==> config.mk <==
export PLATFORM = sky130hd
export DESIGN_NAME = page_bank
export DESIGN_NICKNAME = d
export VERILOG_FILES = /design/src/hdl/buffer_pkg.sv /design/src/hdl/switch_pkg.sv /design/src/hdl/page_bank.sv /design/src/hdl/free_page_list.sv
export VERILOG_INCLUDE_DIRS = /design/src /design/src/hdl
export SDC_FILE = /design/constraint.sdc
export NUM_CORES = 2
export LEC_CHECK = 0
export BUFFER_PORTS_ARGS = -buffer_cell sky130_fd_sc_hd__buf_2
export CORE_MARGIN = 1.5
export CORE_UTILIZATION = 60
export DETAILED_ROUTE_END_ITERATION = 10
export PLACE_DENSITY = 0.75
export RECOVER_POWER = 100
export SLEW_MARGIN = 20
export SYNTH_ARGS = -nofsm -noshare
export SYNTH_HDL_FRONTEND = slang
export SYNTH_MEMORY_MAX_BITS = 65536
export SYNTH_SLANG_ARGS = --single-unit
==> constraint.sdc <==
create_clock -name clk -period 2.7 [get_ports clk]
set_clock_uncertainty 0.05 [all_clocks]
set_input_delay 0.135 -clock clk [delete_from_list [all_inputs] [get_ports clk]]
set_output_delay 0.135 -clock clk [all_outputs]
set_load 0.02 [all_outputs]
==> src/hdl/switch_macros.svh <==
`ifndef SWITCH_MACROS_SVH
`define SWITCH_MACROS_SVH

// input ports, output ports and banks come in equal numbers
`define SW_NUM_PORTS 2

// halfword width on both packet interfaces
`define SW_DATA_W 16

// bank geometry
`define SW_PAGE_WORDS 8
`define SW_PAGES_PER_BANK 32

// largest packet in pages (64 halfwords)
`define SW_MAX_PAGES 8

// descriptors held per destination
`define SW_QUEUE_DEPTH 8

`endif
==> src/hdl/buffer_pkg.sv <==
`default_nettype none

`include "switch_macros.svh"

package buffer_pkg;

    // one bank per input port
    typedef logic [$clog2(`SW_NUM_PORTS)-1:0] bank_id_t;

    typedef logic [$clog2(`SW_PAGES_PER_BANK)-1:0] page_idx_t;

    // halfword position inside a page
    typedef logic [$clog2(`SW_PAGE_WORDS)-1:0] word_off_t;

    // bank in the upper bits, page below
    typedef struct packed {
        bank_id_t  bank;
        page_idx_t page;
    } buf_addr_t;

    // one bit wider than a page index so a full bank fits
    typedef logic [$clog2(`SW_PAGES_PER_BANK+1)-1:0] free_cnt_t;

endpackage

`default_nettype wire

==> src/hdl/switch_pkg.sv <==
`default_nettype none

`include "switch_macros.svh"

package switch_pkg;

    import buffer_pkg::*;

    typedef logic [$clog2(`SW_NUM_PORTS)-1:0] port_id_t;

    typedef logic [`SW_DATA_W-1:0] half_t;

    // 1 to 64 halfwords
    typedef logic [$clog2(`SW_MAX_PAGES*`SW_PAGE_WORDS+1)-1:0] word_cnt_t;

    // handed from an ingress port to the queue of its destination
    typedef struct packed {
        buf_addr_t head;
        word_cnt_t count;
    } pkt_desc_t;

endpackage

`default_nettype wire

==> src/hdl/page_bank.sv <==
`timescale 1ns/10ps
`default_nettype none

`include "switch_macros.svh"

module page_bank (
    input  logic                  clk,
    input  logic                  rst_n,
    input  logic                  wr_en,
    input  buffer_pkg::page_idx_t wr_page,
    input  buffer_pkg::word_off_t wr_off,
    input  switch_pkg::half_t     wr_data,
    input  logic                  jt_wr_en,
    input  buffer_pkg::page_idx_t jt_wr_page,
    input  buffer_pkg::page_idx_t jt_next,
    input  logic                  rd_en,
    input  buffer_pkg::page_idx_t rd_page,
    input  buffer_pkg::word_off_t rd_off,
    output switch_pkg::half_t     rd_data,
    output buffer_pkg::page_idx_t rd_next,
    input  logic                  page_pop,
    input  logic                  free_push,
    input  buffer_pkg::page_idx_t free_page,
    output buffer_pkg::page_idx_t free_head,
    output buffer_pkg::free_cnt_t free_count
);
    import buffer_pkg::*;
    import switch_pkg::*;

    half_t     data_mem [`SW_PAGES_PER_BANK*`SW_PAGE_WORDS];
    page_idx_t jump_mem [`SW_PAGES_PER_BANK];

    always_ff @(posedge clk) begin
        if (wr_en) begin
            data_mem[{wr_page, wr_off}] <= wr_data;
        end
        // previous page of a packet points at the one after it
        if (jt_wr_en) begin
            jump_mem[jt_wr_page] <= jt_next;
        end
    end

    // data and link come back together one cycle after the address
    always_ff @(posedge clk) begin
        if (rd_en) begin
            rd_data <= data_mem[{rd_page, rd_off}];
            rd_next <= jump_mem[rd_page];
        end
    end

    free_page_list i_free_list (
        .clk       (clk),
        .rst_n     (rst_n),
        .pop       (page_pop),
        .push      (free_push),
        .push_page (free_page),
        .head      (free_head),
        .count     (free_count)
    );

endmodule

`default_nettype wire

==> src/hdl/free_page_list.sv <==
`timescale 1ns/10ps
`default_nettype none

`include "switch_macros.svh"

module free_page_list (
    input  logic                  clk,
    input  logic                  rst_n,
    input  logic                  pop,
    input  logic                  push,
    input  buffer_pkg::page_idx_t push_page,
    output buffer_pkg::page_idx_t head,
    output buffer_pkg::free_cnt_t count
);
    import buffer_pkg::*;

    page_idx_t list_mem [`SW_PAGES_PER_BANK];
    page_idx_t rd_ptr;
    page_idx_t wr_ptr;

    assign head = list_mem[rd_ptr];

    // list starts full, so both pointers sit on slot 0
    always_ff @(posedge clk) begin
        if (!rst_n) begin
            rd_ptr <= '0;
            wr_ptr <= '0;
            count  <= free_cnt_t'(`SW_PAGES_PER_BANK);
            for (int i = 0; i < `SW_PAGES_PER_BANK; i++) begin
                list_mem[i] <= page_idx_t'(i);
            end
        end else begin
            if (pop) begin
                rd_ptr <= rd_ptr + 1'b1;
            end
            if (push) begin
                list_mem[wr_ptr] <= push_page;
                wr_ptr           <= wr_ptr + 1'b1;
            end
            // pop and push together leave the count alone
            case ({push, pop})
                2'b10:   count <= count + 1'b1;
                2'b01:   count <= count - 1'b1;
                default: count <= count;
            endcase
        end
    end

endmodule

`default_nettype wire

==> flow_summary.ini <==
[outcome]
outcome = finished, violations left
violations = capacitance limit, slew limit, setup timing

[drt]
routedWlPerCell_um = 34.0
firstDrtPassIters = 5
via_per_inst = 6.80
remaining_drc_errors = 0
drtIter0Drc = 13500
ant_nets = 0
routed_wl_um = 460000
vias = 92000

[clock_network]
clock_sinks = 4458
clk_latency_ps = 1010
clkTransAtPathRegs_ps = 60
cts_max_level = 5
cts_root_buf = clkbuf_16
cts_tree = built
ctsLongestPathBuffers = 4
cts_buffers = 429

[floorplanning]
dieArea_um2 = 293000
core_um2 = 288000
die_y_um = 541
ios = 86
die_x_um = 541
rows = 197
start_util_pct = 60.4

[logic_synthesis]
synthCells = 8194
dominantRegCellSynth = edfxtp_1
synth_top_cell_area_share_pct = 76.6
synth_top_family_by_area = multiplexers
synthMuxAreaShare_pct = 14.8
synth_top_cell_by_area = edfxtp_1
syn_area_um2 = 174000
syn-num-nets = 8256
yosysSeqAreaShare_pct = 76.8
async_reset_ff_share_pct = 0
yosys_warnings = 0
ys_ff_latch = 4458
synth_commonest_cells = edfxtp_1 (4437), mux4_2 (851), mux2i_1 (526)
avgSynthCellArea_um2 = 21.2
synth-edff-count = 4437
synth-simple-area-share_pct = 2.29
yosysMostFrequentCell = edfxtp_1
synth_xor_area_share_pct = 0.0604
synth_fa_ha_area_share_pct = 0.0575
synth_compound_area_share_pct = 3.88
synth_cell_type_count = 84
ys_top_cells_by_area = edfxtp_1 (77%), mux4_2 (11%), mux2i_1 (3.0%)

[sta]
hold_ws_ps = 99.1
drv_slew = 1153
fin_crit_ps = 3310
timing.final.ws_setup_ps = -608
timing.setup.tns_ps = -132780
finalCritPeriodShare_pct = 123
hold_viol_final = 0
grt_setup_unrepaired = yes
worst_pin_slew_ps = 3060
slew_headroom_pct = -104
setup_viol = 1685
max_freq_mhz = 302

[global_routing]
grt_pass1_vias = 92300
grt_usage_pct = 31.4
grt-ovfl-total = 0
grt_max_degree = 129
antenna_found_initial = 17
grt_pass1_wl_um = 658000

[worst_hold_path]
hold_class = primary input to flop

[cells_and_area]
nNetsFinal = 9437
syn2layout_area_growth_pct = 14.8
drive_gt1_share_pct = 27.4
n_fill_cell = 16700
fin_util_pct = 69.3

[pwr]
p_leak_nw = 64.7
power_density_nw_per_um2 = 725
ir_worst_vdd_uv = 754

[place]
port_buffers = 85
detailed_place_hpwl_um = 280000
place.gp.congestion = 0.885

[critical_path]
path_max_fanout = 8
worst_ep_required_time_ps = 2520
start_kind = flop
end_kind = primary output
cp.arrival_ps = 3120
path_class = flop to primary output

[run]
cap_violations = 19
[cell families (layout without fill, tap and decap cells)]
kind of cell / after synthesis / after routing
AOI/OAI and AO/OA: 938 / 938
xor gates and xnor gates: 12 / 12
adders and majority gates: 8 / 8
buffers and inverters: 525 / 2060
DFF: 4458 / 4458
muxes: 1438 / 1438
other: 0 / 9
and+or+nand+nor: 815 / 815
[path summary, 6_finish.rpt]
check,startpoint,to,slack [ps],depth (start not counted)
hold reg to reg,i_free_list.count[5],i_free_list.count[5],470,2
hold / removal,wr_page[4],data_mem[201][14],100,4
setup / recovery,flop,free_head[2],-610,6
setup reg to reg,i_free_list.wr_ptr[1],i_free_list.list_mem[17][2],-70,7
[worst max-delay path, stage by stage (launching register included)]
cell     delay, ps
dfxtp_4        420
buf_12         120
buf_12         130
mux4_2         540
mux4_2         520
mux2_4         300
buf_6          130
[power breakdown]
group,switching (mW),internal [mW]
Clock,25.8,34.0
Sequential,0.180,76.4
Combinational,5.17,3.18
Total,31.1,114
[cell type report]
type                            count  area (µm²)  share of cell area, %
Clock inverter                    263        2680                   1.34
Antenna cell                        9        22.5                 0.0113
Sequential cell                  4458      134000                   67.0
Tap cell                         3781        4730                   2.37
Inverter                           10        42.5                 0.0213
Clock buffer                      522       11300                   5.64
Multi-Input combinational cell   3211       37100                   18.6
Timing Repair Buffer             1265       10100                   5.08
[sequential cells by signal, summed over array words and instances, names as in the netlist, named ones only]
signal                cells
i_free_list.wr_ptr        5
i_free_list.rd_ptr        5
rd_data                  16
i_free_list.count         6
rd_next                   5
i_free_list.list_mem    160
data_mem               4096
jump_mem                160
[per-stage QoR]
step / power (mW) / setup WS (ps) / std cells / instance area (µm²)
global placement: 85.9 / -893 / 12700 / 187000
finish: 145 / -608 / 13500 / 200000
global route: 148 / -690 / 13500 / 200000
floorplan: 82.0 / 308 / 8194 / 174000
detailed placement: 86.1 / -874 / 12700 / 187000
CTS: 145 / -647 / 13500 / 201000
[what timing repair did]
action | in CTS | in global routing
resized for setup | 50 | 18
hold buffers | 52 | 0
cloned | 2 | 0
setup buffers | 8 | 0
pin swaps | 5 | 5
endpoints found under the setup margin | 16 | 32
endpoints found under the hold margin | 4764 | 0
[metal layers]
layer  vias up  share of wire [%]  GRT usage, %  wire length, µm
met4        12                5.7          14.7            26300
met1     47500                 35          42.6           159000
met5         -              0.017             0               76
met2      6308                 48          49.9           220000
li1      37000                  -             -                -
met3      1168                 12          6.02            54200
[cells in the final DEF (no fill, tap or decap), drive strengths merged, types with 9 or more instances in the layout]
master	synthesis	routed
mux2i	526	526
a221oi	47	47
or3	74	74
dlygate4sd3	0	52
a21oi	150	150
nand3b	11	11
dfxtp	21	21
nor3	67	67
nor4	24	24
nor2b	18	18
o31ai	11	11
and2	110	110
bufinv	0	45
buf	287	801
mux4	893	893
nand3	33	33
o221ai	226	226
a211oi	32	32
clkbuf	227	933
edfxtp	4437	4437
a21boi	11	11
mux2	19	19
clkinvlp	0	16
diode	0	9
nor2	355	355
clkinv	2	190
nand2	71	71
a22oi	82	82
inv	8	22
o21ai	140	140
a22o	44	44
nand4	20	20
o22ai	141	141
Power figures use the tool's default switching activity.
