`src/hdl/switch_macros.svh`:
```
`ifndef SWITCH_MACROS_SVH
`define SWITCH_MACROS_SVH

// input ports, output ports and banks come in equal numbers
`define SW_NUM_PORTS 2

// halfword width on both packet interfaces
`define SW_DATA_W 16

// bank geometry
`define SW_PAGE_WORDS 8
`define SW_PAGES_PER_BANK 32

// largest packet in pages (64 halfwords)
`define SW_MAX_PAGES 8

// descriptors held per destination
`define SW_QUEUE_DEPTH 8

`endif
```
`src/hdl/buffer_pkg.sv`:
```
`default_nettype none

`include "switch_macros.svh"

package buffer_pkg;

    // one bank per input port
    typedef logic [$clog2(`SW_NUM_PORTS)-1:0] bank_id_t;

    typedef logic [$clog2(`SW_PAGES_PER_BANK)-1:0] page_idx_t;

    // halfword position inside a page
    typedef logic [$clog2(`SW_PAGE_WORDS)-1:0] word_off_t;

    // bank in the upper bits, page below
    typedef struct packed {
        bank_id_t  bank;
        page_idx_t page;
    } buf_addr_t;

    // one bit wider than a page index so a full bank fits
    typedef logic [$clog2(`SW_PAGES_PER_BANK+1)-1:0] free_cnt_t;

endpackage

`default_nettype wire

```
`src/hdl/switch_pkg.sv`:
```
`default_nettype none

`include "switch_macros.svh"

package switch_pkg;

    import buffer_pkg::*;

    typedef logic [$clog2(`SW_NUM_PORTS)-1:0] port_id_t;

    typedef logic [`SW_DATA_W-1:0] half_t;

    // 1 to 64 halfwords
    typedef logic [$clog2(`SW_MAX_PAGES*`SW_PAGE_WORDS+1)-1:0] word_cnt_t;

    // handed from an ingress port to the queue of its destination
    typedef struct packed {
        buf_addr_t head;
        word_cnt_t count;
    } pkt_desc_t;

endpackage

`default_nettype wire

```
`src/hdl/desc_queue.sv`:
```
`timescale 1ns/10ps
`default_nettype none

`include "switch_macros.svh"

module desc_queue (
    input  logic                     clk,
    input  logic                     rst_n,
    input  switch_pkg::port_id_t     phase,
    input  logic [`SW_NUM_PORTS-1:0] in_valid,
    input  switch_pkg::pkt_desc_t    in_desc [`SW_NUM_PORTS],
    input  switch_pkg::port_id_t     in_dest [`SW_NUM_PORTS],
    output logic [`SW_NUM_PORTS-1:0] in_accept,
    output logic [`SW_NUM_PORTS-1:0] q_valid,
    output switch_pkg::pkt_desc_t    q_desc [`SW_NUM_PORTS],
    input  logic [`SW_NUM_PORTS-1:0] q_pop
);
    import switch_pkg::*;

    localparam int PTR_W = $clog2(`SW_QUEUE_DEPTH);
    localparam logic [PTR_W:0] DEPTH = `SW_QUEUE_DEPTH;

    pkt_desc_t                fifo_mem [`SW_NUM_PORTS][`SW_QUEUE_DEPTH];
    logic [PTR_W-1:0]         rd_ptr [`SW_NUM_PORTS];
    logic [PTR_W-1:0]         wr_ptr [`SW_NUM_PORTS];
    logic [PTR_W:0]           fill [`SW_NUM_PORTS];
    logic [`SW_NUM_PORTS-1:0] fifo_full;
    logic [`SW_NUM_PORTS-1:0] push;
    pkt_desc_t                push_desc;

    // only the input named by phase may hand off, so no two writes collide
    always_comb begin
        push      = '0;
        in_accept = '0;
        push_desc = in_desc[phase];
        if (in_valid[phase] && !fifo_full[in_dest[phase]]) begin
            in_accept[phase]     = 1'b1;
            push[in_dest[phase]] = 1'b1;
        end
    end

    for (genvar d = 0; d < `SW_NUM_PORTS; d++) begin : g_dest
        assign fifo_full[d] = fill[d] == DEPTH;
        assign q_valid[d]   = fill[d] != '0;
        assign q_desc[d]    = fifo_mem[d][rd_ptr[d]];

        always_ff @(posedge clk) begin
            if (!rst_n) begin
                rd_ptr[d] <= '0;
                wr_ptr[d] <= '0;
                fill[d]   <= '0;
            end else begin
                if (push[d]) begin
                    wr_ptr[d] <= wr_ptr[d] + 1'b1;
                end
                if (q_pop[d]) begin
                    rd_ptr[d] <= rd_ptr[d] + 1'b1;
                end
                if (push[d] && !q_pop[d]) begin
                    fill[d] <= fill[d] + 1'b1;
                end else if (q_pop[d] && !push[d]) begin
                    fill[d] <= fill[d] - 1'b1;
                end
            end
        end

        always_ff @(posedge clk) begin
            if (push[d]) begin
                fifo_mem[d][wr_ptr[d]] <= push_desc;
            end
        end
    end

endmodule

`default_nettype wire

```
`config.mk`:
```
export PLATFORM = sky130hd
export DESIGN_NAME = desc_queue
export DESIGN_NICKNAME = d
export VERILOG_FILES = /design/src/hdl/buffer_pkg.sv /design/src/hdl/switch_pkg.sv /design/src/hdl/desc_queue.sv
export VERILOG_INCLUDE_DIRS = /design/src /design/src/hdl
export SDC_FILE = /design/constraint.sdc
export NUM_CORES = 1
export LEC_CHECK = 0
export BUFFER_PORTS_ARGS = -buffer_cell sky130_fd_sc_hd__buf_2
export CELL_PAD_IN_SITES_DETAIL_PLACEMENT = 1
export CELL_PAD_IN_SITES_GLOBAL_PLACEMENT = 1
export CORE_UTILIZATION = 59
export CTS_BUF_LIST = sky130_fd_sc_hd__clkbuf_4 sky130_fd_sc_hd__clkbuf_8
export DETAILED_ROUTE_END_ITERATION = 8
export PLACE_DENSITY = 0.93
export REMOVE_ABC_BUFFERS = 1
export SYNTH_ARGS = -nofsm -noshare
export SYNTH_HDL_FRONTEND = slang
export SYNTH_SLANG_ARGS = --single-unit
```
`constraint.sdc`:
```
create_clock -name clk -period 8.48 [get_ports clk]
set_clock_uncertainty 0.05 [all_clocks]
set_input_delay 2.544 -clock clk [delete_from_list [all_inputs] [get_ports clk]]
set_output_delay 2.544 -clock clk [all_outputs]
set_load 0.005 [all_outputs]
```
==> results of run 1 <==
==> cell type report <==
class | instances | area, um2 | area share [%]
flip-flops and latches | 228 | 6847 | 64.10
multi-input cells | 196 | 2405 | 22.51
clock buffers | 53 | 629.4 | 5.892
repair buffers | 82 | 455.4 | 4.264
well taps | 211 | 264.0 | 2.472
clock inverters | 8 | 58.81 | 0.5505
inverters | 6 | 22.52 | 0.2108
==> sequential cells by signal, summed over array words and instances, names as in the netlist <==
signal and count:
fifo_mem 208, fill 8, rd_ptr 6, wr_ptr 6
==> where the power goes <==
group	switching [uW]	internal (uW)
Combinational	122	110
Clock	411	504
Sequential	37.8	1290
Total	570	1900
==> cells by family (layout without fill, tap and decap cells) <==
kind of cell / Yosys count / after routing / share of synthesized area (%)
adders and majority gates: 10 / 10 / 1.424
DFF: 228 / 228 / 73.50
muxes: 95 / 95 / 17.77
AOI/OAI and AO/OA: 8 / 8 / 0.5911
xor gates and xnor gates: 8 / 8 / 0.7522
and+or+nand+nor: 75 / 75 / 4.580
buffers and inverters: 28 / 149 / 1.383
==> critical path: stages <==
cell	delay, ns
buf_2	0.39
mux2i_1	0.33
nor2_1	0.11
o21bai_1	0.21
nor2_1	0.06
buf_2	0.14
==> how the worst max path moves through the flow <==
stage,to,depth (start not counted),slack (ns),start
floorplan,in_accept[0],4,2.78,phase
global placement,in_accept[0],5,2.21,phase
detailed placement,in_accept[0],5,2.09,phase
CTS,in_accept[0],5,2.09,phase
global route,in_accept[0],6,1.96,phase
finish,in_accept[0],6,2.10,phase
==> metrics by stage <==
step                util, %  setup WS [ns]  total power [uW]  instances
floorplan                 -          2.776              1474        430
global placement      65.25          2.208              1549        723
detailed placement    65.25          2.091              1574        723
CTS                   69.75          2.090              2490        784
global route          69.75          1.959              2543        784
finish                69.75          2.097              2472        784
==> cells in the final DEF (no fill, tap or decap), drive strengths merged, types with 2 or more instances in the layout <==
cell and instances:
a21oi 3, and3 6, buf 82, clkbuf 53, clkinv 7, edfxtp 228
ha 9, inv 6, mux2 40, mux2i 3, mux4 52, nand2 13
nand2b 4, nand3 2, nand3b 5, nor2 14, nor3 10, nor3b 7
nor4 2, nor4b 6, o31a 2, or3 3, xnor2 6, xor2 2
==> synthesized netlist by cell type (3+ instances only) <==
cell / n
a21oi_1: 3
and3_1: 6
buf_2: 6
clkbuf_1: 12
edfxtp_1: 228
ha_1: 9
inv_1: 6
mux2_2: 39
mux2i_1: 3
mux4_2: 52
nand2_1: 13
nand2b_1: 4
nand3b_1: 5
nor2_1: 14
nor3_1: 9
nor3b_1: 7
nor4b_1: 6
or3_1: 3
xnor2_1: 6
==> routing by layer <==
metal	vias to the layer above	GRT usage [%]
met5	-	0
met4	0	12.66
met3	57	6.511
met2	266	46.71
met1	2525	37.20
li1	2063	-
==> flow_summary_export.csv, run 1 <==
group,metric,value,unit
status,outcome,"finished clean",
routing,maxUsedRoutingLayer,"met4",
die,row_count,45,
worst_setup_path,critPathArrivalTime,3.79,ns
worst_setup_path,r2r-start,"fill[1][1]$_SDFFCE_PN0P_",
final_layout,final_layout_size_suffix_gt1_share,42.58,%
routing,dr_wl_met2,10.93,mm
worst_setup_path,required,5.89,ns
synth,netlist.area_leader.share,73.50,%
synth,ys.warnings.count,0,
synth,synthesis.area,9315,um2
clocking,clk_pin_slew_worst_paths,0.06,ns
hold_path,min_path_type,"reg2reg",
clocking,cts.hold.buffers_added,0,
worst_setup_path,worstSetupPathType,"in2out",
timing,fin_setup_tns,0,ns
synth,ys_ff_latch,228,
clocking,clock_sinks,228,
clocking,htreeDepth,2,
grt,overflow,0,
die,die_h,127.7,um
hold_path,min_to,"fill[1][0]$_SDFFCE_PN0P_",
flow_run,cap_violations,0,
clocking,cts_setup_buffers,0,
synth,ys_seq_area_share,73.50,%
placement,port_buffers,64,
worst_setup_path,worst-r2r-setup-slack,5.58,ns
timing,slew_viol_final,0,
timing,worst_slew_pin_slew,1.311,ns
power_and_ir_drop,peakVddDrop,0.1145,mV
timing,timing.hold.ws,0.6164,ns
routing,wl_met3,1.606,mm
routing,ant_nets,0,
clocking,ctsLongestPathBuffers,3,
final_layout,finalInstanceArea,10680,um2
worst_setup_path,startpoint_type,"input port",
die,coreArea,15310,um2
routing,wl_met1,8.369,mm
clocking,numCtsBuffers,37,
worst_setup_path,critPathMaxFanout,18,
synth,synth_cells,452,
grt,grt_pass1_vias,5353,
routing,vias_per_cell,6.264,
synth,synth-edff-count,228,
clocking,root_buffer,"clkbuf_8",
synth,async_flop_share,0,%
routing,drt_first_pass_iters,4,
worst_setup_path,endpoint_kind,"output pin",
final_layout,fill_cells,1300,
final_layout,nets,596,
clocking,ctsResizeCount,0,
worst_setup_path,r2r_cells,9,
placement,placed_area,9993,um2
placement,gp_congestion,0.7345,
timing,rsz0062_at_grt,"false",
final_layout,area_delta_synth_final,14.67,%
timing,hold_violations,0,
timing,relSlewSlack,12.57,%
hold_path,min_path_cells,1,
synth,yosys_most_used_dff,"edfxtp_1",
die,ioPinCount,65,
clocking,clock_latency,0.51,ns
timing,fmax,156.7,MHz
routing,vias,4911,
synth,yosysTopAreaCell,"edfxtp_1",
routing,wire_per_inst,27.59,um
routing,drcViolationCount,0,
grt,antenna_found_initial,0,
hold_path,worstHoldStart,"fill[1][0]$_SDFFCE_PN0P_",
routing,routed_wl,21.63,mm
synth,yosysUniqueCellTypes,35,
die,dieArea,16290,um2
die,dieWidth,127.7,um
power_and_ir_drop,p_leak,0.003595,uW
power_and_ir_drop,p_per_area,231.4,nW/um2
die,initial_utilization,60.83,%
clocking,cts_tree,"built",
grt,grt.total_usage,28.53,%
timing,fin_crit_sh,75.27,%
final_layout,diodes,0,
routing,dr.first_iter.drc_count,497,
grt,grt_max_degree,29,
synth,syn_avg_cell_area,20.61,um2
grt,grt_pass1_wl,32.62,mm
timing,finalCriticalPeriod,6.383,ns
timing,final-setup-viol-count,0,
worst_setup_path,reg2reg_to,"fill[1][3]$_SDFFCE_PN0P_",
placement,dpl.hpwl,12.29,mm
synth,synth_area_leaders,"edfxtp_1, mux4_2, mux2_2",
No activity file was read; power rests on OpenSTA's default activity.
==> run 2, diff against run 1 <==
--- a/config.mk
+++ b/config.mk
@@ -9,10 +9,10 @@
 export BUFFER_PORTS_ARGS = -buffer_cell sky130_fd_sc_hd__buf_2
 export CELL_PAD_IN_SITES_DETAIL_PLACEMENT = 1
 export CELL_PAD_IN_SITES_GLOBAL_PLACEMENT = 1
-export CORE_UTILIZATION = 59
+export CORE_UTILIZATION = 49
 export CTS_BUF_LIST = sky130_fd_sc_hd__clkbuf_4 sky130_fd_sc_hd__clkbuf_8
 export DETAILED_ROUTE_END_ITERATION = 8
-export PLACE_DENSITY = 0.93
+export PLACE_DENSITY = 0.83
 export REMOVE_ABC_BUFFERS = 1
 export SYNTH_ARGS = -nofsm -noshare
 export SYNTH_HDL_FRONTEND = slang
==> constraint.sdc (replaced) <==
create_clock -name clk -period 5.6 [get_ports clk]
set_clock_uncertainty 0.05 [all_clocks]
set_input_delay 1.68 -clock clk [delete_from_list [all_inputs] [get_ports clk]]
set_output_delay 1.68 -clock clk [all_outputs]
set_load 0.005 [all_outputs]
==> flow_summary_export.csv, run 2 (synthesized netlist as in run 1, its figures left out) <==
group,metric,value,unit
status,outcome,"finished clean",
worst_setup_path,critPathArrivalTime,2.90,ns
placement,gp_congestion,0.7290,
die,coreArea,18640,um2
clocking,clock_latency,0.50,ns
routing,dr.first_iter.drc_count,294,
worst_setup_path,worst-r2r-setup-slack,2.51,ns
placement,port_buffers,64,
grt,grt_pass1_vias,5295,
timing,slew_viol_final,0,
worst_setup_path,worstPathCellList,"buf_2 -> mux2i_1 -> o21bai_1 -> nor2_1 -> buf_2",
die,dieWidth,139.9,um
routing,drt_first_pass_iters,4,
timing,hold_violations,0,
placement,dpl.hpwl,12.13,mm
worst_setup_path,startpoint_type,"input port",
worst_setup_path,worstSetupPathType,"in2out",
hold_path,min_path_type,"reg2reg",
placement,placed_area,10050,um2
final_layout,fill_cells,1671,
flow_run,cap_violations,0,
timing,worst_slew_pin_slew,0.8921,ns
worst_setup_path,cp_slowest_cell,"mux2i_1",
clocking,clk_pin_slew_worst_paths,0.05,ns
worst_setup_path,crit_path_max_incr_delay,0.43,ns
timing,fin_crit_sh,82.76,%
grt,grt_max_degree,27,
die,die_h,139.9,um
clocking,ctsLongestPathBuffers,3,
power_and_ir_drop,peakVddDrop,0.1452,mV
timing,fin_ws,0.9654,ns
clocking,root_buffer,"clkbuf_8",
die,dieArea,19570,um2
timing,rsz0062_at_grt,"false",
routing,vias_per_cell,5.654,
die,row_count,50,
final_layout,final_common_cell,"edfxtp_1",
worst_setup_path,cp_common_cell,"buf_2",
timing,relSlewSlack,40.52,%
final_layout,largest_reg_flops,208,
final_layout,nets,600,
power_and_ir_drop,p_per_area,346.4,nW/um2
final_layout,ff_latch_area,6847,um2
worst_setup_path,r2r-start,"fill[1][1]$_SDFFCE_PN0P_",
final_layout,multiInputGateArea,2405,um2
routing,ant_nets,0,
grt,overflow,0,
worst_setup_path,startpoint,"phase",
clocking,htreeDepth,2,
clocking,cts_setup_buffers,0,
final_layout,area_delta_synth_final,15.66,%
worst_setup_path,reg2reg_to,"fill[1][3]$_SDFFCE_PN0P_",
grt,grt_pass1_wl,29.83,mm
grt,antenna_found_initial,0,
worst_setup_path,critPathMaxFanout,18,
grt,grt.total_usage,20.64,%
placement,dp_slack,0.9539,ns
clocking,ctsResizeCount,0,
worst_setup_path,r2r_cells,9,
worst_setup_path,endpoint_kind,"output pin",
worst_setup_path,crit_end,"in_accept[0]",
routing,vias,4614,
die,ioPinCount,65,
worst_setup_path,required,3.87,ns
power_and_ir_drop,p_leak,0.003616,uW
timing,finalCriticalPeriod,4.635,ns
die,initial_utilization,49.97,%
final_layout,final_cell_mix,"edfxtp_1, buf_2, mux4_2, mux2_2, clkbuf_8",
clocking,cts_tree,"built",
routing,wire_per_inst,23.54,um
clocking,cts.hold.buffers_added,0,
final_layout,diodes,0,
timing,final-setup-viol-count,0,
timing,fmax,215.8,MHz
routing,drcViolationCount,0,
final_layout,finalInstanceArea,10770,um2
power_and_ir_drop,fin_total_pwr,3733,uW
routing,routed_wl,19.21,mm
clocking,clock_sinks,228,
clocking,numCtsBuffers,39,
timing,fin_setup_tns,0,ns
final_layout,final_layout_size_suffix_gt1_share,42.27,%
==> run 2: cell types whose count changed in the layout (fill, tap and decap cells not counted) <==
cell / before / now
clkbuf_8: 37 / 39
buf_12: 0 / 1
clkinv_1: 5 / 12
clkbuf_4: 16 / 11
clkinvlp_4: 0 / 2
clkinv_2: 2 / 3
buf_4: 18 / 19
==> run 2: worst min path at each step <==
stage	start	end	slack, ns	depth (start not counted)
floorplan	fill[1][0]$_SDFFCE_PN0P_	fill[1][0]$_SDFFCE_PN0P_	0.55	1
global placement	fill[1][0]$_SDFFCE_PN0P_	fill[1][0]$_SDFFCE_PN0P_	0.57	1
detailed placement	fill[1][0]$_SDFFCE_PN0P_	fill[1][0]$_SDFFCE_PN0P_	0.61	1
CTS	fill[1][0]$_SDFFCE_PN0P_	fill[1][0]$_SDFFCE_PN0P_	0.62	1
global route	fill[1][0]$_SDFFCE_PN0P_	fill[1][0]$_SDFFCE_PN0P_	0.65	1
finish	fill[1][0]$_SDFFCE_PN0P_	fill[1][0]$_SDFFCE_PN0P_	0.62	1
==> run 2: per-stage QoR <==
step / utilization, % / hold slack, ns / cells
3_3_place_gp: 53.91 / 0.5702 / 748
5_1_grt: 57.79 / 0.6480 / 816
3_5_place_dp: 53.91 / 0.6110 / 748
6_report: 57.79 / 0.6180 / 816
4_1_cts: 57.79 / 0.6207 / 816
2_1_floorplan: - / 0.5475 / 430
==> run 2: power breakdown <==
| part | total, uW | internal, uW | switching (uW) |
|---|---|---|---|
| Clock | 1390 | 768 | 623 |
| Combinational | 343 | 166 | 176 |
| Sequential | 2000 | 1950 | 48.5 |
| Total | 3730 | 2880 | 848 |
==> run 2: metal layers <==
layer / GRT usage (%) / part of all wire [%]
met1: 26.02 / 41
met3: 3.407 / 4.6
met5: 0 / 0
met4: 8.097 / 2.3
met2: 35.84 / 52
==> run 2: layout make-up <==
| type | instances | share of cell area (%) |
|---|---|---|
| Timing Repair Buffer | 84 | 4.483 |
| Inverter | 6 | 0.2090 |
| Tap cell | 234 | 2.717 |
| Clock buffer | 50 | 5.748 |
| Multi-Input combinational cell | 196 | 22.32 |
| Sequential cell | 228 | 63.55 |
| Clock inverter | 18 | 0.9755 |
==> run 2: critical path: cells and delay by family <==
family          cells  cell delay, ns
compound gates      1            0.20
buf+inv             2            0.53
mux                 1            0.43
simple gates        1            0.06
