--- src/hdl/switch_macros.svh ---
`ifndef SWITCH_MACROS_SVH
`define SWITCH_MACROS_SVH

// input ports, output ports and banks come in equal numbers
`define SW_NUM_PORTS 2

// halfword width on both packet interfaces
`define SW_DATA_W 16

// bank geometry
`define SW_PAGE_WORDS 8
`define SW_PAGES_PER_BANK 32

// largest packet in pages (64 halfwords)
`define SW_MAX_PAGES 8

// descriptors held per destination
`define SW_QUEUE_DEPTH 8

`endif
--- src/hdl/buffer_pkg.sv ---
`default_nettype none

`include "switch_macros.svh"

package buffer_pkg;

    // one bank per input port
    typedef logic [$clog2(`SW_NUM_PORTS)-1:0] bank_id_t;

    typedef logic [$clog2(`SW_PAGES_PER_BANK)-1:0] page_idx_t;

    // halfword position inside a page
    typedef logic [$clog2(`SW_PAGE_WORDS)-1:0] word_off_t;

    // bank in the upper bits, page below
    typedef struct packed {
        bank_id_t  bank;
        page_idx_t page;
    } buf_addr_t;

    // one bit wider than a page index so a full bank fits
    typedef logic [$clog2(`SW_PAGES_PER_BANK+1)-1:0] free_cnt_t;

endpackage

`default_nettype wire

--- src/hdl/switch_pkg.sv ---
`default_nettype none

`include "switch_macros.svh"

package switch_pkg;

    import buffer_pkg::*;

    typedef logic [$clog2(`SW_NUM_PORTS)-1:0] port_id_t;

    typedef logic [`SW_DATA_W-1:0] half_t;

    // 1 to 64 halfwords
    typedef logic [$clog2(`SW_MAX_PAGES*`SW_PAGE_WORDS+1)-1:0] word_cnt_t;

    // handed from an ingress port to the queue of its destination
    typedef struct packed {
        buf_addr_t head;
        word_cnt_t count;
    } pkt_desc_t;

endpackage

`default_nettype wire

--- src/hdl/port_ingress.sv ---
`timescale 1ns/10ps
`default_nettype none

`include "switch_macros.svh"

module port_ingress #(
    parameter buffer_pkg::bank_id_t BANK = '0
) (
    input  logic                  clk,
    input  logic                  rst_n,
    input  logic                  wr_sop,
    input  logic                  wr_eop,
    input  logic                  wr_vld,
    input  switch_pkg::half_t     wr_data,
    output logic                  full,
    input  buffer_pkg::page_idx_t free_head,
    input  buffer_pkg::free_cnt_t free_count,
    output logic                  page_pop,
    output logic                  wr_en,
    output buffer_pkg::page_idx_t wr_page,
    output buffer_pkg::word_off_t wr_off,
    output switch_pkg::half_t     wr_data_q,
    output logic                  jt_wr_en,
    output buffer_pkg::page_idx_t jt_wr_page,
    output buffer_pkg::page_idx_t jt_next,
    output logic                  desc_valid,
    output switch_pkg::pkt_desc_t desc,
    output switch_pkg::port_id_t  desc_dest,
    input  logic                  desc_accept
);
    import buffer_pkg::*;
    import switch_pkg::*;

    logic      in_pkt;
    logic      hw_take;
    logic      new_page;
    word_off_t off;
    word_off_t off_sel;
    word_cnt_t cnt;
    page_idx_t cur_page;
    page_idx_t next_page;
    page_idx_t page_sel;
    page_idx_t head_page;
    port_id_t  dest;

    // a halfword counts only inside a packet or when it opens one
    assign hw_take  = wr_vld && (wr_sop || in_pkt);
    assign new_page = wr_sop || off == '0;
    assign off_sel  = wr_sop ? '0 : off;
    assign page_sel = wr_sop ? free_head : (new_page ? next_page : cur_page);
    assign page_pop = hw_take && new_page;

    always_ff @(posedge clk) begin
        if (!rst_n) begin
            in_pkt     <= 1'b0;
            wr_en      <= 1'b0;
            jt_wr_en   <= 1'b0;
            desc_valid <= 1'b0;
            full       <= 1'b0;
        end else begin
            wr_en    <= hw_take;
            jt_wr_en <= hw_take && !wr_sop && off == '0;
            if (hw_take) begin
                in_pkt <= !wr_eop;
            end
            if (hw_take && wr_eop) begin
                desc_valid <= 1'b1;
            end else if (desc_accept) begin
                desc_valid <= 1'b0;
            end
            // the list count lags a pop by one cycle
            full <= (free_count - free_cnt_t'(page_pop)) < free_cnt_t'(`SW_MAX_PAGES);
        end
    end

    always_ff @(posedge clk) begin
        // list head one cycle behind for page changes
        next_page <= free_head;
        if (hw_take) begin
            wr_page    <= page_sel;
            wr_off     <= off_sel;
            wr_data_q  <= wr_data;
            cur_page   <= page_sel;
            off        <= off_sel + 1'b1;
            cnt        <= wr_sop ? word_cnt_t'(1) : cnt + 1'b1;
            jt_wr_page <= cur_page;
            jt_next    <= next_page;
        end
        // destination in bit 0 of the header
        if (hw_take && wr_sop) begin
            dest      <= port_id_t'(wr_data[0]);
            head_page <= free_head;
        end
        if (hw_take && wr_eop) begin
            desc.head  <= '{bank: BANK, page: head_page};
            desc.count <= cnt + 1'b1;
            desc_dest  <= dest;
        end
    end

endmodule

`default_nettype wire

--- config.mk ---
export PLATFORM = sky130hd
export DESIGN_NAME = port_ingress
export DESIGN_NICKNAME = d
export VERILOG_FILES = /design/src/hdl/buffer_pkg.sv /design/src/hdl/switch_pkg.sv /design/src/hdl/port_ingress.sv
export VERILOG_INCLUDE_DIRS = /design/src /design/src/hdl
export SDC_FILE = /design/constraint.sdc
export NUM_CORES = 1
export LEC_CHECK = 0
export ABC_CLOCK_PERIOD_IN_PS = 3200
export BUFFER_PORTS_ARGS = -buffer_cell sky130_fd_sc_hd__buf_2
export CAP_MARGIN = 15
export CELL_PAD_IN_SITES_DETAIL_PLACEMENT = 1
export CELL_PAD_IN_SITES_GLOBAL_PLACEMENT = 1
export CORE_MARGIN = 2
export CORE_UTILIZATION = 42
export CTS_BUF_LIST = sky130_fd_sc_hd__clkbuf_4 sky130_fd_sc_hd__clkbuf_8
export DETAILED_ROUTE_END_ITERATION = 16
export PLACE_DENSITY = 0.92
export SYNTH_ARGS = -nofsm -noshare
export SYNTH_HDL_FRONTEND = slang
export SYNTH_SLANG_ARGS = --single-unit
--- constraint.sdc ---
create_clock -name clk -period 3.2 [get_ports clk]
set_input_delay 0.48 -clock clk [delete_from_list [all_inputs] [get_ports clk]]
set_output_delay 0.48 -clock clk [all_outputs]
set_load 0.03 [all_outputs]
==> flow_metrics.py, run 1 <==
metrics = {
    "synth": {
        "ys_ff_latch": 73,
        "synth_seq_area_share": 0.842,
        "post-synth-top-area-cell": "sky130_fd_sc_hd__edfxtp_1",
        "post_synth_num_cell_types": 29,
        "yosysWarnings": 0,
        "synth_top_cells_by_area": "sky130_fd_sc_hd__edfxtp_1, sky130_fd_sc_hd__dfxtp_1, sky130_fd_sc_hd__mux2_2",
        "synth_top_cell_area_share": 0.761,
        "syn_nets": 165,
        "netlist_area_um2": 2480,
        "post_synth_inst_count": 130,
        "postSynthAreaPerCell_um2": 19.1,
    },
    "setup_path": {
        "endpoint_kind": "output port",
        "cp.required_ns": 2.72,
        "crit_path_top_delay_cell": "sky130_fd_sc_hd__edfxtp_1",
        "timing.setup.critical_path_class": "flop to output port",
        "worstPathMaxFanout": 3,
        "path_cells": "nor4b_2, o21a_1, buf_2",
        "critPathLaunchType": "flop",
        "crit_arrival_ns": 1.57,
        "max_stage_delay_ns": 0.46,
    },
    "cts": {
        "clk_path_buf_depth": 2,
        "numCtsBuffers": 9,
        "cts_tree": "done",
        "post_cts_resized": 0,
        "post_cts_setup_buffer_count": 0,
        "h_tree_levels": 3,
        "numClockSinks": 73,
        "insertion_delay_ns": 0.34,
        "cts_hold_buffers": 0,
        "clkSlewWorstSetupHoldPaths_ns": 0.07,
        "cts.root.buffer_cell": "sky130_fd_sc_hd__clkbuf_8",
    },
    "sta": {
        "unrepaired_setup_endpoints_after_global_routing": "false",
        "min_period_over_period": 0.640,
        "layout_min_cycle_time_ns": 2.05,
        "worst_case_headroom_to_the_max_slew_limit": 0.581,
        "skew_ns": 0.00946,
        "timing.fmax_ghz": 0.488,
        "setup_viol": 0,
        "post_route_worst_hold_slack_ns": 0.261,
        "tightest_slew_ns": 0.628,
        "timing.setup.tns_ns": 0,
        "final_hold_vios": 0,
        "report.final.slew_viol_count": 0,
    },
    "finish": {
        "growth_of_design_area_from_synthesis_to_finish_pct": 30.4,
        "antennaDiodeCount": 0,
        "postLayoutCoreUtil": 0.557,
        "final_common_cell": "sky130_fd_sc_hd__buf_2",
        "postLayoutCellArea_um2": 3240,
        "num-nets-final": 258,
        "mostFrequentLayoutCells": "sky130_fd_sc_hd__buf_2, sky130_fd_sc_hd__edfxtp_1, sky130_fd_sc_hd__clkbuf_8, sky130_fd_sc_hd__dfxtp_1, sky130_fd_sc_hd__nor2b_1",
        "drive_above_1_share": 0.478,
        "fill_cells": 602,
    },
    "drt": {
        "routed_wl_mm": 5.90,
        "drc": 0,
        "ant_nets": 0,
        "wl_per_cell_um": 19.5,
        "drt_iter0_markers": 95,
        "dr_total_vias": 1472,
        "drt_pass1_iterations": 4,
        "detail_route.vias_per_cell": 4.86,
    },
    "floorplanning": {
        "initial_core_util": 0.427,
        "placeableCoreArea_um2": 5820,
        "die-area_um2": 6550,
        "pin_count": 86,
        "number_of_cell_rows": 28,
        "fp.dieW_um": 80.9,
        "die_y_um": 80.9,
    },
    "placement": {
        "placed_cell_area_um2": 2990,
        "gp_congestion": 0.726,
        "dpl.hpwl_mm": 4.23,
        "place.port_buffers": 84,
    },
    "flow_run": {
        "timing.max_cap.violations": 0,
    },
    "grt": {
        "grt_first_pass_wirelength_mm": 8.54,
        "grt.total_usage": 0.187,
        "grt_pass1_vias": 1515,
        "grt_max_degree": 43,
        "overall_overflow_remaining_after_global_route": 0,
        "antenna_found_initial": 0,
    },
    "power": {
        "power_per_cell_area_nw_per_um2": 674,
        "leakage_nw": 1.30,
        "worst_ir_drop_vdd_mv": 0.300,
    },
    "min_path": {
        "hp-class": "primary input to flop",
    },
    "status": {
        "outcome": "finished, final reports clean",
    },
}
[routing by layer]
| metal | GRT usage | vias up | share of wire |
|---|---|---|---|
| met5 | 0 | - | 0 |
| met4 | 0.0915 | 0 | 0.022 |
| met3 | 0.0389 | 11 | 0.039 |
| met2 | 0.338 | 49 | 0.57 |
| met1 | 0.210 | 739 | 0.37 |
| li1 | - | 673 | - |
[flip-flops by register name, summed over array words and instances, names as in the netlist]
name and cells:
cnt 7, cur_page 5, desc 12, desc_dest 1, desc_valid 1, dest 1, full 1, head_page 5
in_pkt 1, jt_next 5, jt_wr_en 1, jt_wr_page 5, next_page 5, off 3, wr_data_q 16, wr_en 1
wr_off 3
[path summary, 6_finish.rpt]
| check | startpoint | end | slack, ns | cells past startpoint |
|---|---|---|---|---|
| setup / recovery | off[0]$_DFFE_PN_ | page_pop | 1.15 | 3 |
| setup reg to reg | off[0]$_DFFE_PN_ | cur_page[3]$_DFFE_PP_ | 1.65 | 2 |
| hold reg to reg | next_page[0]$_DFF_P_ | jt_next[0]$_DFFE_PN_ | 0.43 | 0 |
| hold / removal | free_head[4] | next_page[4]$_DFF_P_ | 0.26 | 1 |
[stage by stage]
step / setup WS, ns / std cells / power [mW]
after floorplan: 0.814 / 130 / 1.24
after global placement: 1.28 / 287 / 1.30
after detailed placement: 1.20 / 287 / 1.32
after CTS: 1.14 / 303 / 2.20
after global routing: 1.04 / 303 / 2.25
final: 1.15 / 303 / 2.18
[cell families (layout without fill, tap and decap cells)]
logic type               after synthesis  in the layout  share of synthesized area
AO/OA/AOI/OAI                         10             10                     0.0252
XOR/XNOR                               4              4                     0.0141
adder cells (fa/ha/maj)                2              2                     0.0101
buffers and inverters                  5            103                    0.00957
flip-flops                            73             73                      0.842
multiplexers                           6              6                     0.0267
other                                  1              1                    0.00151
AND/OR/NAND/NOR                       29             29                     0.0710
[synthesized netlist by cell type]
| cell type | count |
|---|---|
| sky130_fd_sc_hd__nor4b_2 | 1 |
| sky130_fd_sc_hd__ha_1 | 2 |
| sky130_fd_sc_hd__nor2_1 | 1 |
| sky130_fd_sc_hd__nand3_1 | 2 |
| sky130_fd_sc_hd__buf_4 | 1 |
| sky130_fd_sc_hd__xnor2_1 | 2 |
| sky130_fd_sc_hd__o21ai_0 | 3 |
| sky130_fd_sc_hd__mux2i_1 | 1 |
| sky130_fd_sc_hd__and2_1 | 3 |
| sky130_fd_sc_hd__mux2_2 | 5 |
| sky130_fd_sc_hd__buf_2 | 1 |
| sky130_fd_sc_hd__nor4_1 | 1 |
| sky130_fd_sc_hd__nand2b_1 | 3 |
| sky130_fd_sc_hd__nand3_2 | 1 |
| sky130_fd_sc_hd__inv_1 | 2 |
| sky130_fd_sc_hd__xor2_1 | 2 |
| sky130_fd_sc_hd__o211ai_1 | 1 |
| sky130_fd_sc_hd__a21oi_1 | 2 |
| sky130_fd_sc_hd__dfxtp_1 | 10 |
| sky130_fd_sc_hd__and3_1 | 1 |
| sky130_fd_sc_hd__o21a_1 | 4 |
| sky130_fd_sc_hd__edfxtp_1 | 63 |
| sky130_fd_sc_hd__nand2_1 | 5 |
| sky130_fd_sc_hd__nor2b_1 | 7 |
| sky130_fd_sc_hd__nor3_1 | 1 |
| sky130_fd_sc_hd__or3_1 | 2 |
| sky130_fd_sc_hd__clkbuf_1 | 1 |
| sky130_fd_sc_hd__nor3b_1 | 1 |
| sky130_fd_sc_hd__conb_1 | 1 |
[worst max-delay path, delay by kind of cell, from the launching register on]
family | cells | cell delay, ns
flip-flops | 1 | 0.46
buffers and inverters | 1 | 0.19
AO/OA/AOI/OAI | 1 | 0.16
AND/OR/NAND/NOR | 1 | 0.42
[where the power goes]
| part | switching (mW) | internal (mW) | total, mW |
|---|---|---|---|
| registers | 0.0239 | 1.09 | 1.12 |
| clock network | 0.337 | 0.547 | 0.883 |
| logic | 0.127 | 0.0541 | 0.181 |
| total | 0.487 | 1.69 | 2.18 |
[area by class of cell]
type	count	area, um^2	area share
clock buffer	11	145	0.0448
clock inverter	5	103	0.0317
inverter	2	7.51	0.00232
multi-input combinational	52	370	0.114
sequential	73	2090	0.646
tap	75	93.8	0.0290
timing repair buffer	85	428	0.132
(Power assumes the default switching activity.)
==> inputs of run 2 (changes only) <==
--- a/config.mk
+++ b/config.mk
@@ -6,7 +6,7 @@
 export SDC_FILE = /design/constraint.sdc
 export NUM_CORES = 1
 export LEC_CHECK = 0
-export ABC_CLOCK_PERIOD_IN_PS = 3200
+export ABC_CLOCK_PERIOD_IN_PS = 2000
 export BUFFER_PORTS_ARGS = -buffer_cell sky130_fd_sc_hd__buf_2
 export CAP_MARGIN = 15
 export CELL_PAD_IN_SITES_DETAIL_PLACEMENT = 1
==> constraint.sdc (replaced) <==
create_clock -name clk -period 2 [get_ports clk]
set_input_delay 0.3 -clock clk [delete_from_list [all_inputs] [get_ports clk]]
set_output_delay 0.3 -clock clk [all_outputs]
set_load 0.03 [all_outputs]
==> run 2 against run 1 <==
- clock power up 40%
- sequential cell count stayed put
- wire length down 4.7%
- final cell count increased by 0.99%
- clock skew rose by 0.0019 ns
- count of clock-buffer cells in the layout down 1
- sequential share of layout area increased by 0.20 points
- design area decreased by 0.31%
- register-to-register slack got worse by 1.1 ns
- combinational power up 64%
- worst hold slack got worse by 0.18 ns
- first-iteration DRC count down 31%
==> flow_metrics.py, run 2 (synthesis gave the netlist of run 1 again) <==
metrics = {
    "sta": {
        "timing.setup.tns_ns": 0,
        "unrepaired_setup_endpoints_after_global_routing": "false",
        "report.final.slew_viol_count": 0,
        "post_route_worst_hold_slack_ns": 0.0795,
        "final_hold_vios": 0,
        "timing.fmax_ghz": 0.551,
        "skew_ns": 0.0114,
        "setup_viol": 0,
        "setup_slack_ns": 0.185,
        "layout_min_cycle_time_ns": 1.81,
        "min_period_over_period": 0.907,
    },
    "power": {
        "power_switching_share": 0.230,
        "clock_power_share": 0.373,
        "power_per_cell_area_nw_per_um2": 1030,
        "total_switching_power_uw": 764,
        "leakage_nw": 1.30,
        "worst_ir_drop_vdd_mv": 0.461,
        "seq_pwr_share": 0.538,
        "power_report.internal_total_mw": 2.55,
        "power.combinational.fraction": 0.089,
    },
    "cts": {
        "cts.root.buffer_cell": "sky130_fd_sc_hd__clkbuf_8",
        "post_cts_setup_buffer_count": 0,
        "cts_hold_buffers": 0,
        "clk_path_buf_depth": 2,
        "clkSlewWorstSetupHoldPaths_ns": 0.08,
        "post_cts_resized": 0,
        "insertion_delay_ns": 0.34,
        "numCtsBuffers": 9,
        "h_tree_levels": 3,
        "numClockSinks": 73,
        "cts_tree": "done",
    },
    "finish": {
        "largest_registers": "wr_data_q x16, desc x12, cnt x7",
        "largest_reg_flops": 16,
        "num-nets-final": 261,
        "final_common_cell": "sky130_fd_sc_hd__buf_2",
        "mostFrequentLayoutCells": "sky130_fd_sc_hd__buf_2, sky130_fd_sc_hd__edfxtp_1, sky130_fd_sc_hd__dfxtp_1",
        "register_with_the_most_flip_flops": "wr_data_q",
        "antennaDiodeCount": 0,
        "drive_above_1_share": 0.481,
        "fill_cells": 596,
        "growth_of_design_area_from_synthesis_to_finish_pct": 30.0,
        "postLayoutCellArea_um2": 3230,
        "postLayoutCoreUtil": 0.555,
    },
    "grt": {
        "overall_overflow_remaining_after_global_route": 0,
        "antenna_found_initial": 0,
        "grt.total_usage": 0.186,
        "grt_first_pass_wirelength_mm": 8.28,
        "grt_pass1_vias": 1461,
        "grt_max_degree": 30,
    },
    "setup_path": {
        "worstPathMaxFanout": 3,
        "crit_arrival_ns": 1.51,
        "timing.setup.critical_path_class": "flop to output port",
        "cp.required_ns": 1.70,
        "endpoint_kind": "output port",
        "critPathLaunchType": "flop",
    },
    "floorplanning": {
        "placeableCoreArea_um2": 5820,
        "initial_core_util": 0.427,
        "die_y_um": 80.9,
        "pin_count": 86,
        "number_of_cell_rows": 28,
        "die-area_um2": 6550,
        "fp.dieW_um": 80.9,
    },
    "drt": {
        "drt_iter0_markers": 66,
        "dr_wl_met2_mm": 3.16,
        "wl_per_cell_um": 18.4,
        "drc": 0,
        "drt_pass1_iterations": 4,
        "detail_route.vias_per_cell": 4.75,
        "ant_nets": 0,
        "detail_route.wirelength.met1_mm": 2.06,
        "routed-wl-met3_um": 249,
        "routed_wl_mm": 5.62,
        "routed.top_layer": "met4",
        "dr_total_vias": 1455,
    },
    "min_path": {
        "hp-class": "primary input to flop",
    },
    "placement": {
        "placed_cell_area_um2": 3010,
        "dpl.hpwl_mm": 4.25,
        "place_ws_ns": 0.534,
        "gp_congestion": 0.694,
        "place.port_buffers": 84,
    },
    "status": {
        "outcome": "finished, final reports clean",
    },
    "flow_run": {
        "timing.max_cap.violations": 0,
    },
}
run 2: worst paths after layout:
check / from / to / slack (ns) / depth (start not counted)
max: off[1]$_DFFE_PN_ / page_pop / 0.19 / 3
min: free_head[1] / next_page[1]$_DFF_P_ / 0.08 / 1
max reg2reg: cnt[0]$_SDFFCE_PP1N_ / cnt[6]$_SDFFCE_PP0N_ / 0.52 / 4
min reg2reg: dest$_DFFE_PP_ / desc_dest$_DFFE_PP_ / 0.42 / 0
run 2: power groups by stage:
stage | registers, mW | logic (mW) | clock network (mW)
global route | 1.79 | 0.316 | 1.31
floorplan | 1.91 | 0.0776 | 0
finish | 1.78 | 0.296 | 1.24
global placement | 1.81 | 0.283 | 0
CTS | 1.78 | 0.299 | 1.24
detailed placement | 1.82 | 0.298 | 0
run 2: stage by stage:
step / total power, mW / cells
after floorplan: 1.99 / 130
after global placement: 2.09 / 290
after detailed placement: 2.12 / 290
after CTS: 3.33 / 306
after global routing: 3.42 / 306
final: 3.31 / 306
run 2: worst max-delay path, cell delays in order (launching register included):
cell and delay, ns:
sky130_fd_sc_hd__edfxtp_1 0.43, sky130_fd_sc_hd__nor4b_2 0.41, sky130_fd_sc_hd__o21a_1 0.15, sky130_fd_sc_hd__buf_2 0.19
run 2: area by class of cell:
type	count	area (um^2)	share of cell area
Tap cell	75	93.8	0.0291
Multi-Input combinational cell	52	370	0.115
Sequential cell	73	2090	0.648
Inverter	2	7.51	0.00232
Timing Repair Buffer	88	450	0.139
Clock inverter	6	83.8	0.0260
Clock buffer	10	131	0.0407
run 2: metal layers:
layer  global-route usage  vias to the layer above
li1                     -                      675
met2                0.331                       45
met3               0.0556                       13
met5                    0                        -
met1                0.202                      722
met4               0.0932                        0
